$ cat config.mk
export PLATFORM = sky130hd
export DESIGN_NAME = pocket_core_shell
export DESIGN_NICKNAME = d
export VERILOG_FILES = /design/src/core_ctrl_pkg.sv /design/src/video_pkg.sv /design/src/video_if.sv /design/src/bridge_regs.sv /design/src/core_reset_timer.sv /design/src/pad_merge.sv /design/src/video_line_stage.sv /design/src/scanline_dim.sv /design/src/pocket_core_shell.sv
export SDC_FILE = /design/constraint.sdc
export NUM_CORES = 1
export LEC_CHECK = 0
export ABC_AREA = 1
export BUFFER_PORTS_ARGS = -buffer_cell sky130_fd_sc_hd__buf_2
export CORE_MARGIN = 4
export CORE_UTILIZATION = 40
export CTS_BUF_LIST = sky130_fd_sc_hd__clkbuf_16
export CTS_CLUSTER_SIZE = 24
export DETAILED_ROUTE_END_ITERATION = 8
export PLACE_DENSITY = 0.72
export SLEW_MARGIN = 10
export SYNTH_ARGS = -nofsm -noshare
export SYNTH_HDL_FRONTEND = slang
export SYNTH_SLANG_ARGS = --single-unit
$ cat constraint.sdc
create_clock -name clk_74a -period 3.65 [get_ports clk_74a]
set_input_delay 0.1825 -clock clk_74a [delete_from_list [all_inputs] [get_ports clk_74a]]
set_output_delay 0.1825 -clock clk_74a [all_outputs]
set_load 0.01 [all_outputs]
$ cat src/core_ctrl_pkg.sv
/*
 * core control definitions
 * bridge register map, soft reset hold length and the gamepad key
 * layout used to build the arcade control panel word
 */

package core_ctrl_pkg;

    // bridge address and data word
    typedef logic [31:0] bridge_data_t;

    // settings registers seen by the host
    typedef enum logic [31:0] {
        REG_RESET     = 32'hF000_0000,
        REG_DIP       = 32'hF100_0000,
        REG_MODE      = 32'hF200_0000,
        REG_SCANLINES = 32'hF300_0000
    } bridge_reg_e;

    // core held stopped for this many cycles after a reset request
    localparam int CORE_RESET_HOLD = 8000;
    localparam int RESET_CNT_W     = $clog2(CORE_RESET_HOLD + 1);

    // key bit positions in the pad key word
    localparam int PAD_UP     = 0;
    localparam int PAD_DOWN   = 1;
    localparam int PAD_LEFT   = 2;
    localparam int PAD_RIGHT  = 3;
    localparam int PAD_B      = 5;
    localparam int PAD_Y      = 7;
    localparam int PAD_SELECT = 14;
    localparam int PAD_START  = 15;

    // arcade control panel, msb first
    typedef struct packed {
        logic coin;
        logic start2;
        logic start1;
        logic shoot2;
        logic shoot;
        logic up;
        logic down;
        logic left;
        logic right;
    } panel_t;

endpackage

$ cat src/video_pkg.sv
/*
 * video definitions
 * pixel widths, pixel types and scanline darkening levels
 */

package video_pkg;

    // bits per colour channel
    localparam int CHAN_IN_W  = 4;
    localparam int CHAN_OUT_W = 8;

    // packed r, g, b with red on top
    typedef logic [3*CHAN_IN_W-1:0]  rgb_in_t;
    typedef logic [3*CHAN_OUT_W-1:0] rgb_out_t;

    // darkening applied to odd lines
    typedef enum logic [1:0] {
        SCN_OFF = 2'd0,
        SCN_25  = 2'd1,
        SCN_50  = 2'd2,
        SCN_75  = 2'd3
    } scanline_level_e;

endpackage

$ cat src/video_if.sv
/*
 * video pixel link
 * one pixel per cycle with its sync, data enable and line parity
 */

`timescale 1ns/1ps

interface video_if;
    import video_pkg::*;

    rgb_out_t rgb;
    logic     hs;
    logic     vs;
    logic     de;
    logic     odd_line;

    modport source (output rgb, output hs, output vs, output de, output odd_line);

    modport sink (input rgb, input hs, input vs, input de, input odd_line);

endinterface

$ cat src/bridge_regs.sv
/*
 * bridge settings registers
 * decodes host reads and writes, keeps the dip, mode and scanline words
 * and asks for a core reset on writes to the reset or dip register
 */

`timescale 1ns/1ps

module bridge_regs (
    input  logic                       clk_74a,
    input  logic                       temp_reset,
    input  core_ctrl_pkg::bridge_data_t bridge_addr,
    input  logic                       bridge_rd,
    input  logic                       bridge_wr,
    input  core_ctrl_pkg::bridge_data_t bridge_wr_data,
    input  logic                       core_run,
    output core_ctrl_pkg::bridge_data_t bridge_rd_data,
    output core_ctrl_pkg::bridge_data_t dip_word,
    output logic [7:0]                 core_mode,
    output video_pkg::scanline_level_e scanline_level,
    output logic                       soft_reset_req
);
    import core_ctrl_pkg::*;
    import video_pkg::*;

    bridge_data_t mode_word;
    bridge_data_t scnl_word;
    logic         reset_hit;

    // reset command and dip change both restart the core
    assign reset_hit = bridge_wr && (bridge_addr == REG_RESET || bridge_addr == REG_DIP);

    //////////////////////////////////////////////////
    // host writes

    always_ff @(posedge clk_74a) begin
        if (temp_reset) begin
            dip_word       <= '0;
            mode_word      <= '0;
            scnl_word      <= '0;
            soft_reset_req <= 1'b0;
        end else begin
            soft_reset_req <= reset_hit;
            if (bridge_wr) begin
                case (bridge_addr)
                    REG_DIP:       dip_word  <= bridge_wr_data;
                    REG_MODE:      mode_word <= bridge_wr_data;
                    REG_SCANLINES: scnl_word <= bridge_wr_data;
                    // reset register holds no data, unmapped ignored
                    default: ;
                endcase
            end
        end
    end

    //////////////////////////////////////////////////
    // host reads, held until the next strobe

    always_ff @(posedge clk_74a) begin
        if (temp_reset) begin
            bridge_rd_data <= '0;
        end else if (bridge_rd) begin
            case (bridge_addr)
                REG_RESET:     bridge_rd_data <= {31'b0, core_run};
                REG_DIP:       bridge_rd_data <= dip_word;
                REG_MODE:      bridge_rd_data <= mode_word;
                REG_SCANLINES: bridge_rd_data <= scnl_word;
                default:       bridge_rd_data <= '0;
            endcase
        end
    end

    // settings as seen by the core
    assign core_mode      = mode_word[7:0];
    assign scanline_level = scanline_level_e'(scnl_word[1:0]);

endmodule

$ cat src/core_reset_timer.sv
/*
 * core reset hold timer
 * keeps core_run low for a fixed hold after reset or a soft request
 */

`timescale 1ns/1ps

module core_reset_timer (
    input  logic clk_74a,
    input  logic temp_reset,
    input  logic soft_reset_req,
    output logic core_run
);
    import core_ctrl_pkg::*;

    logic [RESET_CNT_W-1:0] hold_cnt;

    always_ff @(posedge clk_74a) begin
        if (temp_reset || soft_reset_req) begin
            // restart the hold
            hold_cnt <= RESET_CNT_W'(CORE_RESET_HOLD);
            core_run <= 1'b0;
        end else if (hold_cnt == '0) begin
            core_run <= 1'b1;
        end else begin
            hold_cnt <= hold_cnt - 1'b1;
            core_run <= 1'b0;
        end
    end

endmodule

$ cat src/pad_merge.sv
/*
 * gamepad merge
 * folds two pad key words into the active-low arcade control panel
 */

`timescale 1ns/1ps

module pad_merge (
    input  logic                        clk_74a,
    input  logic                        temp_reset,
    input  core_ctrl_pkg::bridge_data_t cont1_key,
    input  core_ctrl_pkg::bridge_data_t cont2_key,
    output core_ctrl_pkg::panel_t       control_panel
);
    import core_ctrl_pkg::*;

    panel_t pressed;

    //////////////////////////////////////////////////
    // active-high panel from both pads

    always_comb begin
        pressed.coin   = cont1_key[PAD_SELECT] | cont2_key[PAD_SELECT];
        // start buttons stay per player
        pressed.start2 = cont2_key[PAD_START];
        pressed.start1 = cont1_key[PAD_START];
        pressed.shoot2 = cont1_key[PAD_Y] | cont2_key[PAD_Y];
        pressed.shoot  = cont1_key[PAD_B] | cont2_key[PAD_B];
        // shared joystick
        pressed.up     = cont1_key[PAD_UP]    | cont2_key[PAD_UP];
        pressed.down   = cont1_key[PAD_DOWN]  | cont2_key[PAD_DOWN];
        pressed.left   = cont1_key[PAD_LEFT]  | cont2_key[PAD_LEFT];
        pressed.right  = cont1_key[PAD_RIGHT] | cont2_key[PAD_RIGHT];
    end

    // core expects pressed as 0
    always_ff @(posedge clk_74a) begin
        if (temp_reset) begin
            control_panel <= '1;
        end else begin
            control_panel <= ~pressed;
        end
    end

endmodule

$ cat src/video_line_stage.sv
/*
 * video line stage
 * expands rgb444 to rgb888, derives data enable from blanking
 * and tracks odd and even lines from the sync edges
 */

`timescale 1ns/1ps

module video_line_stage (
    input  logic              clk_74a,
    input  logic              temp_reset,
    input  video_pkg::rgb_in_t core_rgb,
    input  logic              core_hs,
    input  logic              core_vs,
    input  logic              core_hb,
    input  logic              core_vb,
    video_if.source           pix
);
    import video_pkg::*;

    logic     prev_hs;
    logic     prev_vs;
    logic     line_odd;
    logic     odd_next;
    rgb_out_t rgb_wide;

    // new parity applies to the pixel of the edge itself
    always_comb begin
        if (core_vs && !prev_vs) begin
            odd_next = 1'b0;
        end else if (core_hs && !prev_hs) begin
            odd_next = ~line_odd;
        end else begin
            odd_next = line_odd;
        end
    end

    // nibble goes to the top of each channel
    always_comb begin
        for (int c = 0; c < 3; c++) begin
            rgb_wide[c*CHAN_OUT_W +: CHAN_OUT_W] =
                {core_rgb[c*CHAN_IN_W +: CHAN_IN_W], {(CHAN_OUT_W-CHAN_IN_W){1'b0}}};
        end
    end

    //////////////////////////////////////////////////
    // stage registers

    always_ff @(posedge clk_74a) begin
        if (temp_reset) begin
            prev_hs  <= 1'b0;
            prev_vs  <= 1'b0;
            line_odd <= 1'b0;
            pix.hs   <= 1'b0;
            pix.vs   <= 1'b0;
            pix.de   <= 1'b0;
        end else begin
            prev_hs  <= core_hs;
            prev_vs  <= core_vs;
            line_odd <= odd_next;
            pix.hs   <= core_hs;
            pix.vs   <= core_vs;
            pix.de   <= ~(core_hb | core_vb);
        end
    end

    always_ff @(posedge clk_74a) begin
        pix.rgb <= rgb_wide;
    end

    assign pix.odd_line = line_odd;

endmodule

$ cat src/scanline_dim.sv
/*
 * scanline darkening stage
 * dims odd-line pixels by the selected level and drives the video outputs
 */

`timescale 1ns/1ps

module scanline_dim (
    input  logic                       clk_74a,
    input  logic                       temp_reset,
    video_if.sink                      pix,
    input  video_pkg::scanline_level_e scanline_level,
    output video_pkg::rgb_out_t        video_rgb,
    output logic                       video_hs,
    output logic                       video_vs,
    output logic                       video_de
);
    import video_pkg::*;

    rgb_out_t rgb_dim;

    // one channel at the given level
    function automatic logic [CHAN_OUT_W-1:0] dim_chan(
        input logic [CHAN_OUT_W-1:0] x,
        input scanline_level_e       lvl
    );
        case (lvl)
            SCN_25:  dim_chan = x - (x >> 2);
            SCN_50:  dim_chan = x >> 1;
            SCN_75:  dim_chan = x >> 2;
            default: dim_chan = x;
        endcase
    endfunction

    always_comb begin
        rgb_dim = pix.rgb;
        // even lines pass untouched
        if (pix.odd_line) begin
            for (int c = 0; c < 3; c++) begin
                rgb_dim[c*CHAN_OUT_W +: CHAN_OUT_W] =
                    dim_chan(pix.rgb[c*CHAN_OUT_W +: CHAN_OUT_W], scanline_level);
            end
        end
    end

    //////////////////////////////////////////////////
    // output registers

    always_ff @(posedge clk_74a) begin
        if (temp_reset) begin
            video_hs <= 1'b0;
            video_vs <= 1'b0;
            video_de <= 1'b0;
        end else begin
            video_hs <= pix.hs;
            video_vs <= pix.vs;
            video_de <= pix.de;
        end
    end

    always_ff @(posedge clk_74a) begin
        video_rgb <= rgb_dim;
    end

endmodule

$ cat src/pocket_core_shell.sv
/*
 * pocket core shell
 * bridge settings, core reset hold, control panel merge and video path
 */

`timescale 1ns/1ps

module pocket_core_shell (
    input  logic                        clk_74a,
    input  logic                        temp_reset,
    // bridge bus
    input  core_ctrl_pkg::bridge_data_t bridge_addr,
    input  logic                        bridge_rd,
    input  logic                        bridge_wr,
    input  core_ctrl_pkg::bridge_data_t bridge_wr_data,
    output core_ctrl_pkg::bridge_data_t bridge_rd_data,
    // gamepads
    input  core_ctrl_pkg::bridge_data_t cont1_key,
    input  core_ctrl_pkg::bridge_data_t cont2_key,
    // core side
    input  video_pkg::rgb_in_t          core_rgb,
    input  logic                        core_hs,
    input  logic                        core_vs,
    input  logic                        core_hb,
    input  logic                        core_vb,
    output core_ctrl_pkg::bridge_data_t dip_word,
    output logic [7:0]                  core_mode,
    output logic                        core_run,
    output core_ctrl_pkg::panel_t       control_panel,
    // scaler side
    output video_pkg::rgb_out_t         video_rgb,
    output logic                        video_hs,
    output logic                        video_vs,
    output logic                        video_de
);
    import video_pkg::*;

    logic            soft_reset_req;
    scanline_level_e scanline_level;

    video_if pix_if ();

    //////////////////////////////////////////////////
    // settings and reset

    bridge_regs u_bridge_regs (
        .clk_74a        (clk_74a),
        .temp_reset     (temp_reset),
        .bridge_addr    (bridge_addr),
        .bridge_rd      (bridge_rd),
        .bridge_wr      (bridge_wr),
        .bridge_wr_data (bridge_wr_data),
        .core_run       (core_run),
        .bridge_rd_data (bridge_rd_data),
        .dip_word       (dip_word),
        .core_mode      (core_mode),
        .scanline_level (scanline_level),
        .soft_reset_req (soft_reset_req)
    );

    core_reset_timer u_core_reset_timer (
        .clk_74a        (clk_74a),
        .temp_reset     (temp_reset),
        .soft_reset_req (soft_reset_req),
        .core_run       (core_run)
    );

    pad_merge u_pad_merge (
        .clk_74a       (clk_74a),
        .temp_reset    (temp_reset),
        .cont1_key     (cont1_key),
        .cont2_key     (cont2_key),
        .control_panel (control_panel)
    );

    //////////////////////////////////////////////////
    // video pipeline, two stages

    video_line_stage u_video_line_stage (
        .clk_74a    (clk_74a),
        .temp_reset (temp_reset),
        .core_rgb   (core_rgb),
        .core_hs    (core_hs),
        .core_vs    (core_vs),
        .core_hb    (core_hb),
        .core_vb    (core_vb),
        .pix        (pix_if)
    );

    scanline_dim u_scanline_dim (
        .clk_74a        (clk_74a),
        .temp_reset     (temp_reset),
        .pix            (pix_if),
        .scanline_level (scanline_level),
        .video_rgb      (video_rgb),
        .video_hs       (video_hs),
        .video_vs       (video_vs),
        .video_de       (video_de)
    );

endmodule

* After elaboration in Yosys (flattened, before gate mapping)
Index checks and enable logic that the tools add are counted.
** Cells by class
- Add/subtract/negate cells :: 4
- $mul :: 0
- Div/mod/pow operators :: 0
- Magnitude comparators :: 0
- Eq/ne operators :: 7
- Shift-type cells :: 0
- Mux-type cells :: 6
- Bitwise operators :: 11
- Reduce and logical (&&, ||, !) cells :: 12
** Operators by type and width (count)
- 32-bit == test, second input constant :: 4
- 32-bit one-hot mux with 4 select lines :: 1
- 8-bit one-hot mux with 3 select lines :: 3
- 24-bit 2-to-1 mux :: 1
- 8-bit by 6-bit subtractor with 8-bit output :: 3
- 13-bit zero test :: 1
- 13-bit by 1-bit subtractor with 13-bit output, second input constant :: 1
- 9-bit NOT :: 1
- 1-bit OR :: 8
- 2-bit AND reduction :: 3
- 2-bit == test, second input constant :: 2
- 1-bit logical AND :: 3
- 2-bit by 1-bit == test with 1-bit output, second input constant :: 1
- 1-bit zero test :: 2
- 1-bit logical OR :: 2
- 1-bit NOT :: 2
- 2-bit OR reduction :: 1
- 1-bit 2-to-1 mux :: 1
** Storage, ports and cells
- Register bits :: 195
- Latch bits :: 0
- Bits in writable memories :: 0
- ROM bits :: 0
- Bits of input ports :: 148
- Output and inout port bits :: 109
- Memories :: 0

* Logic depth before layout (Yosys ltp)
- Depth after elaboration :: 3
- Depth in mapped cells :: 12
- Mapped depth without buffers :: 11

* By module
Synthesis repeated with hierarchy kept, for this count alone.
** Second synthesis, totals
- Cells, all modules :: 1268
- Area total of the unflattened synthesis :: 9023.7 um^2
** Modules (own cells, without submodules)
- bridge_regs :: instances 1, cells an instance 783, area an instance 5507.8 um^2, sequential area each 2582.5 um^2
- scanline_dim :: instances 1, cells an instance 312, area an instance 2068.2 um^2, sequential area each 540.5 um^2
- core_reset_timer :: instances 1, cells an instance 112, area an instance 752.0 um^2, sequential area each 280.3 um^2
- video_line_stage :: instances 1, cells an instance 42, area an instance 469.2 um^2, sequential area each 320.3 um^2
- pad_merge :: instances 1, cells an instance 19, area an instance 226.5 um^2, sequential area each 180.2 um^2

* Least setup slack after synthesis
Ideal clock, no wire load.
- Kind :: register to register
- From :: register u_video_line_stage.pix.rgb[15]
- To :: register u_scanline_dim.video_rgb[14]
- Setup time :: 0.128 ns
- Arrival :: 1.318 ns
- Required time :: 3.522 ns
- Path slack :: 2.204 ns
- Cell stages (with the launch flop) :: 9
- Path buffers :: 0
- Cell sequence :: dfxtp_1 > inv_1 > ha_1 > a21o_1 > a21oi_1 > xor2_1 > o22ai_1 > nand2_1 > o21ai_0
** On the way
- Cells in the longest elaborated chain, start to end :: 3
** Ends and longest elaborated chain
- start, declared :: line video_if.sv:17 : modport source (output rgb, output hs, output vs, output de, output odd_line);
- start signal, assigned :: line video_line_stage.sv:68 : pix.rgb <= rgb_wide;
- 8-bit by 6-bit subtractor with 8-bit output :: line scanline_dim.sv:28 : SCN_25: dim_chan = x - (x >> 2);
- 8-bit one-hot mux with 3 select lines (*) :: line scanline_dim.sv:27 : case (lvl)
- 24-bit 2-to-1 mux (*) :: line scanline_dim.sv:38 : if (pix.odd_line) begin
- net u_scanline_dim.rgb_dim[14] :: line scanline_dim.sv:20 : rgb_out_t rgb_dim;
- end signal, assigned :: line scanline_dim.sv:62 : video_rgb <= rgb_dim;
- end, declared :: line scanline_dim.sv:13 : output video_pkg::rgb_out_t video_rgb,
Mark *: on every way through the listed nets, which the timed path passes. The rest lies on a longest branch.
A chain may end at the register's enable or synchronous reset.

* Worst setup path in the final report
- From :: input bridge_addr[16]
- To :: register u_bridge_regs.scnl_word[1]
** On the way
- Cells in the longest elaborated chain, start to end :: 2
** Ends and longest elaborated chain
- start, declared :: line pocket_core_shell.sv:12 : input core_ctrl_pkg::bridge_data_t bridge_addr,
- 32-bit == test :: line bridge_regs.sv:45 : case (bridge_addr)
- 2-bit AND reduction (no line)
- end signal, assigned :: line bridge_regs.sv:48 : REG_SCANLINES: scnl_word <= bridge_wr_data;
- end, declared :: line bridge_regs.sv:27 : bridge_data_t scnl_word;
No other way between the ends.

==> implementation parameters <==
Parameter                              Value

Placement
  Routability congestion estimate    0.8889
  I/O Buffers    202
  Placement-stage cell area    ~9000 µm²
  Detailed-placement wirelength estimate    between 10000 and 15000 µm

Synthesis
  Gate Count Post-Synth    roughly 1.1k
  Post-synthesis cell type with the largest combined area    sky130_fd_sc_hd__dfxtp_1
  Flop and latch count out of synthesis    between 150 and 200
  Area share of the leading cell type in the synthesized netlist    a little under half
  Average size of a mapped cell    around 7.4 µm²
  Warnings from Yosys    0
  Count of distinct cell types in the synthesized netlist    39
  Sequential-to-total area share from yosys stat    a little under half
  Synthesized area    between 7000 and 8000 µm²
  Top cells by area, synth    sky130_fd_sc_hd__dfxtp_1 (47%), sky130_fd_sc_hd__nor2_1 (11%), sky130_fd_sc_hd__nand2_1 (7.6%), sky130_fd_sc_hd__nand3_1 (6.3%), sky130_fd_sc_hd__o21ai_0 (6.2%)

Clocking
  Clock tree from TritonCTS    done
  Clock Root Buffer    sky130_fd_sc_hd__clkbuf_16
  Level count of the clock H-tree    4
  Resize count post-CTS    0
  Num Clock Sinks    around 190
  Total clock buffers created by CTS    17
  Clock-pin transition on the worst setup and hold timing paths    around 0.070 ns
  Skew-Pair Late Insertion Delay    about 0.43 ns
  Number of buffers between clock root and the deepest sink    2

Worst setup path
  Required time worst endpoint    3.94 ns
  Slowest Stage Delay on Critical Path    about 0.36 ns
  Cell chain of the critical path    buf_2, inv_1, nand2_1, nor2_2, nand2_4, nor2_4, buf_4, nand2_2, nor2_4, inv_2, o21ai_0, a21oi_1
  Sort of element at the start of the critical path    input port
  Critical Path Slowest Stage Cell    sky130_fd_sc_hd__inv_2
  Capturing element type of the critical path    flop
  Top fanout value on the critical path    33
  Kind of critical path    in2reg
  Endpoint arrival time on the critical path    about 2.2 ns
  Cell repeated most along the worst path    sky130_fd_sc_hd__nor2_4

Floorplanning
  Horizontal die dimension    ~150 µm
  FP Rows    around 50
  # IOs    257
  Placeable core area    roughly 20000 µm²
  Initial standard-cell utilization of the core    around two fifths
  Vertical die dimension    149.4 µm
  Overall die area    roughly 22000 µm²

Power and ir drop
  Worst IR Drop VDD    around 0.30 mV
  PwrDens    roughly 430 nW/µm²
  Net switching fraction of the power    a little under a quarter
  Gate power share    under 10%
  Switching power    0.0009998 W
  Proportion of power drawn by the clock network    between 40% and 50%
  Relative contribution of sequential cells to total power    49.3%
  Cell-internal power    around 0.0033 W
  Leakage power summed over all cells    slightly below 5 nW

Finish
  Synth-to-layout area growth    24.52%
  Final standard cell utilization of the core    50.82%
  Filler Cell Count    approximately 1.9k
  Share of post-route cells with drive strength above 1    20.67%
  Fin nets    ~1.4k
  Leading cell type in the layout, fill and taps excluded    sky130_fd_sc_hd__nor2_1
  Top library cells by usage in the layout, fill and taps aside    sky130_fd_sc_hd__nor2_1 (235), sky130_fd_sc_hd__buf_2 (202), sky130_fd_sc_hd__dfxtp_1 (189), sky130_fd_sc_hd__nand2_1 (161), sky130_fd_sc_hd__nand3_1 (101)
  Final cell area excluding filler cells    ~10000 µm²

Global routing
  Grt total ovfl    0
  First-pass GRT wire length    37180 µm
  All-layer global routing usage    approximately a fifth
  Number of antenna violations at the first check in global routing    0
  Via count of the first global-routing pass    between 7k and 8k
  Pin count of the biggest net entering global routing    40

Routing
  Wire length reported by the detailed router    around 23000 µm
  DR DRC count    0
  Average wire length per cell after detail routing    approximately 15 µm
  Drt via density    slightly below 5
  Total iterations of the first detailed-routing run    5
  DR vias    just under 8k
  Initial DRC count    ~510
  Count of nets left with antenna violations after detail routing    0

Timing
  Worst Tran Pin Value    1.094 ns
  Minimum clock period after layout    1.916 ns
  Period Utilization, post-route    a little over half
  Worst relative slew slack    between 20% and 30%
  Upper clock frequency limit    about 0.52 GHz
  Skew final    roughly 0.013 ns
  Max-slew violation total from the final report    0
  Setup tns final    0 ns
  Final count of hold timing violations    0
  Setup repair after global routing missed its margin    no
  Hold Slack    between 0.01 and 0.015 ns
  Number of setup violations in the final report    0

Worst hold path
  Worst min-delay path category    in2reg

Run status
  Outcome    finished clean

Flow run
  Max-cap violation count    0
## what timing repair did
action	4_1_cts	5_1_grt
buffers inserted	0	0
hold buffers	35	0
hold endpoints to repair	30	0
## cell type report
cell class / instances / area [µm²] / area share, %
Clock inverter: 15 / 171.4 / 1.722
Timing Repair Buffer: 246 / 1429 / 14.35
Antenna cell: 2 / 5.005 / 0.05027
Multi-Input combinational cell: 757 / 3553 / 35.69
Inverter: 68 / 256.5 / 2.576
Tap cell: 265 / 331.6 / 3.330
Clock buffer: 17 / 425.4 / 4.273
Sequential cell: 189 / 3784 / 38.00
## layer usage
metal | global-route usage [%] | vias up | part of all wire (%)
li1 | - | 3880 | -
met1 | 27.39 | 3517 | 44
met2 | 34.07 | 266 | 47
met3 | 4.254 | 38 | 6.8
met4 | 7.506 | 0 | 2.2
met5 | 0 | - | 0
## path summary, 6_finish.rpt
check / start / endpoint / slack [ns] / cells past startpoint
max reg2reg: u_video_line_stage.pix.odd_line / u_scanline_dim.video_rgb[13] / 1.83 / 5
min: bridge_wr_data[13] / u_bridge_regs.dip_word[13] / 0.01 / 3
min reg2reg: u_video_line_stage.pix.de / u_scanline_dim.video_de / 0.41 / 2
max: bridge_addr[16] / u_bridge_regs.scnl_word[1] / 1.73 / 12
## sequential cells by signal (all words and copies together) (netlist names), 9 cells and up
register and flops:
u_bridge_regs.bridge_rd_data 32, u_bridge_regs.dip_word 32, u_bridge_regs.mode_word 32, u_bridge_regs.scnl_word 32, u_core_reset_timer.hold_cnt 13, u_pad_merge.control_panel 9, u_scanline_dim.video_rgb 18, u_video_line_stage.pix.rgb 12
## power by group through the flow
stage                     clock (W)  sequential, W  combinational, W
after floorplan                   0        0.00217          0.000154
after global placement            0        0.00217          0.000262
after detailed placement          0        0.00217          0.000267
after CTS                   0.00191        0.00212          0.000299
after global routing        0.00200        0.00213          0.000337
final                       0.00188        0.00212          0.000300
## synth_stat cells, drive strengths merged
| library cell | n |
|---|---|
| o311ai | 1 |
| nor3b | 1 |
| ha | 11 |
| a211oi | 1 |
| clkinv | 2 |
| nand3 | 102 |
| xor2 | 6 |
| and2 | 2 |
| conb | 1 |
| a21o | 2 |
| o21ai | 128 |
| o22ai | 4 |
| buf | 48 |
| o211ai | 1 |
| nand3b | 1 |
| a21oi | 57 |
| o221ai | 3 |
| xnor2 | 1 |
| or2 | 4 |
| nand2 | 167 |
| nor2 | 245 |
| nand4 | 1 |
| a221oi | 2 |
| clkbuf | 21 |
| nor4 | 1 |
| inv | 66 |
| dfxtp | 189 |
| nor3 | 10 |
## critical path, delay by kind of cell
family                 cells  cell delay, ns
buffers and inverters      4            0.84
and+or+nand+nor            6            0.82
AOI/OAI and AO/OA          2            0.32
## logic make-up after synthesis
logic type	after synthesis	share of synthesized area, %
DFF	189	47.32
adders and majority gates	11	1.721
buffers and inverters	137	8.466
xor gates and xnor gates	7	0.7668
and+or+nand+nor	534	28.75
other	1	0.04690
AOI/OAI and AO/OA	199	12.93
## metrics by stage
| stage | std cells | total power [W] | setup slack, ns |
|---|---|---|---|
| 3_5_place_dp | 1490 | 0.002437 | 1.288 |
| 2_1_floorplan | 1083 | 0.002325 | 2.204 |
| 3_3_place_gp | 1490 | 0.002433 | 1.324 |
| 4_1_cts | 1557 | 0.004333 | 1.740 |
| 6_report | 1559 | 0.004305 | 1.734 |
| 5_1_grt | 1557 | 0.004460 | 1.576 |
No activity file was read; power rests on OpenSTA's default activity.
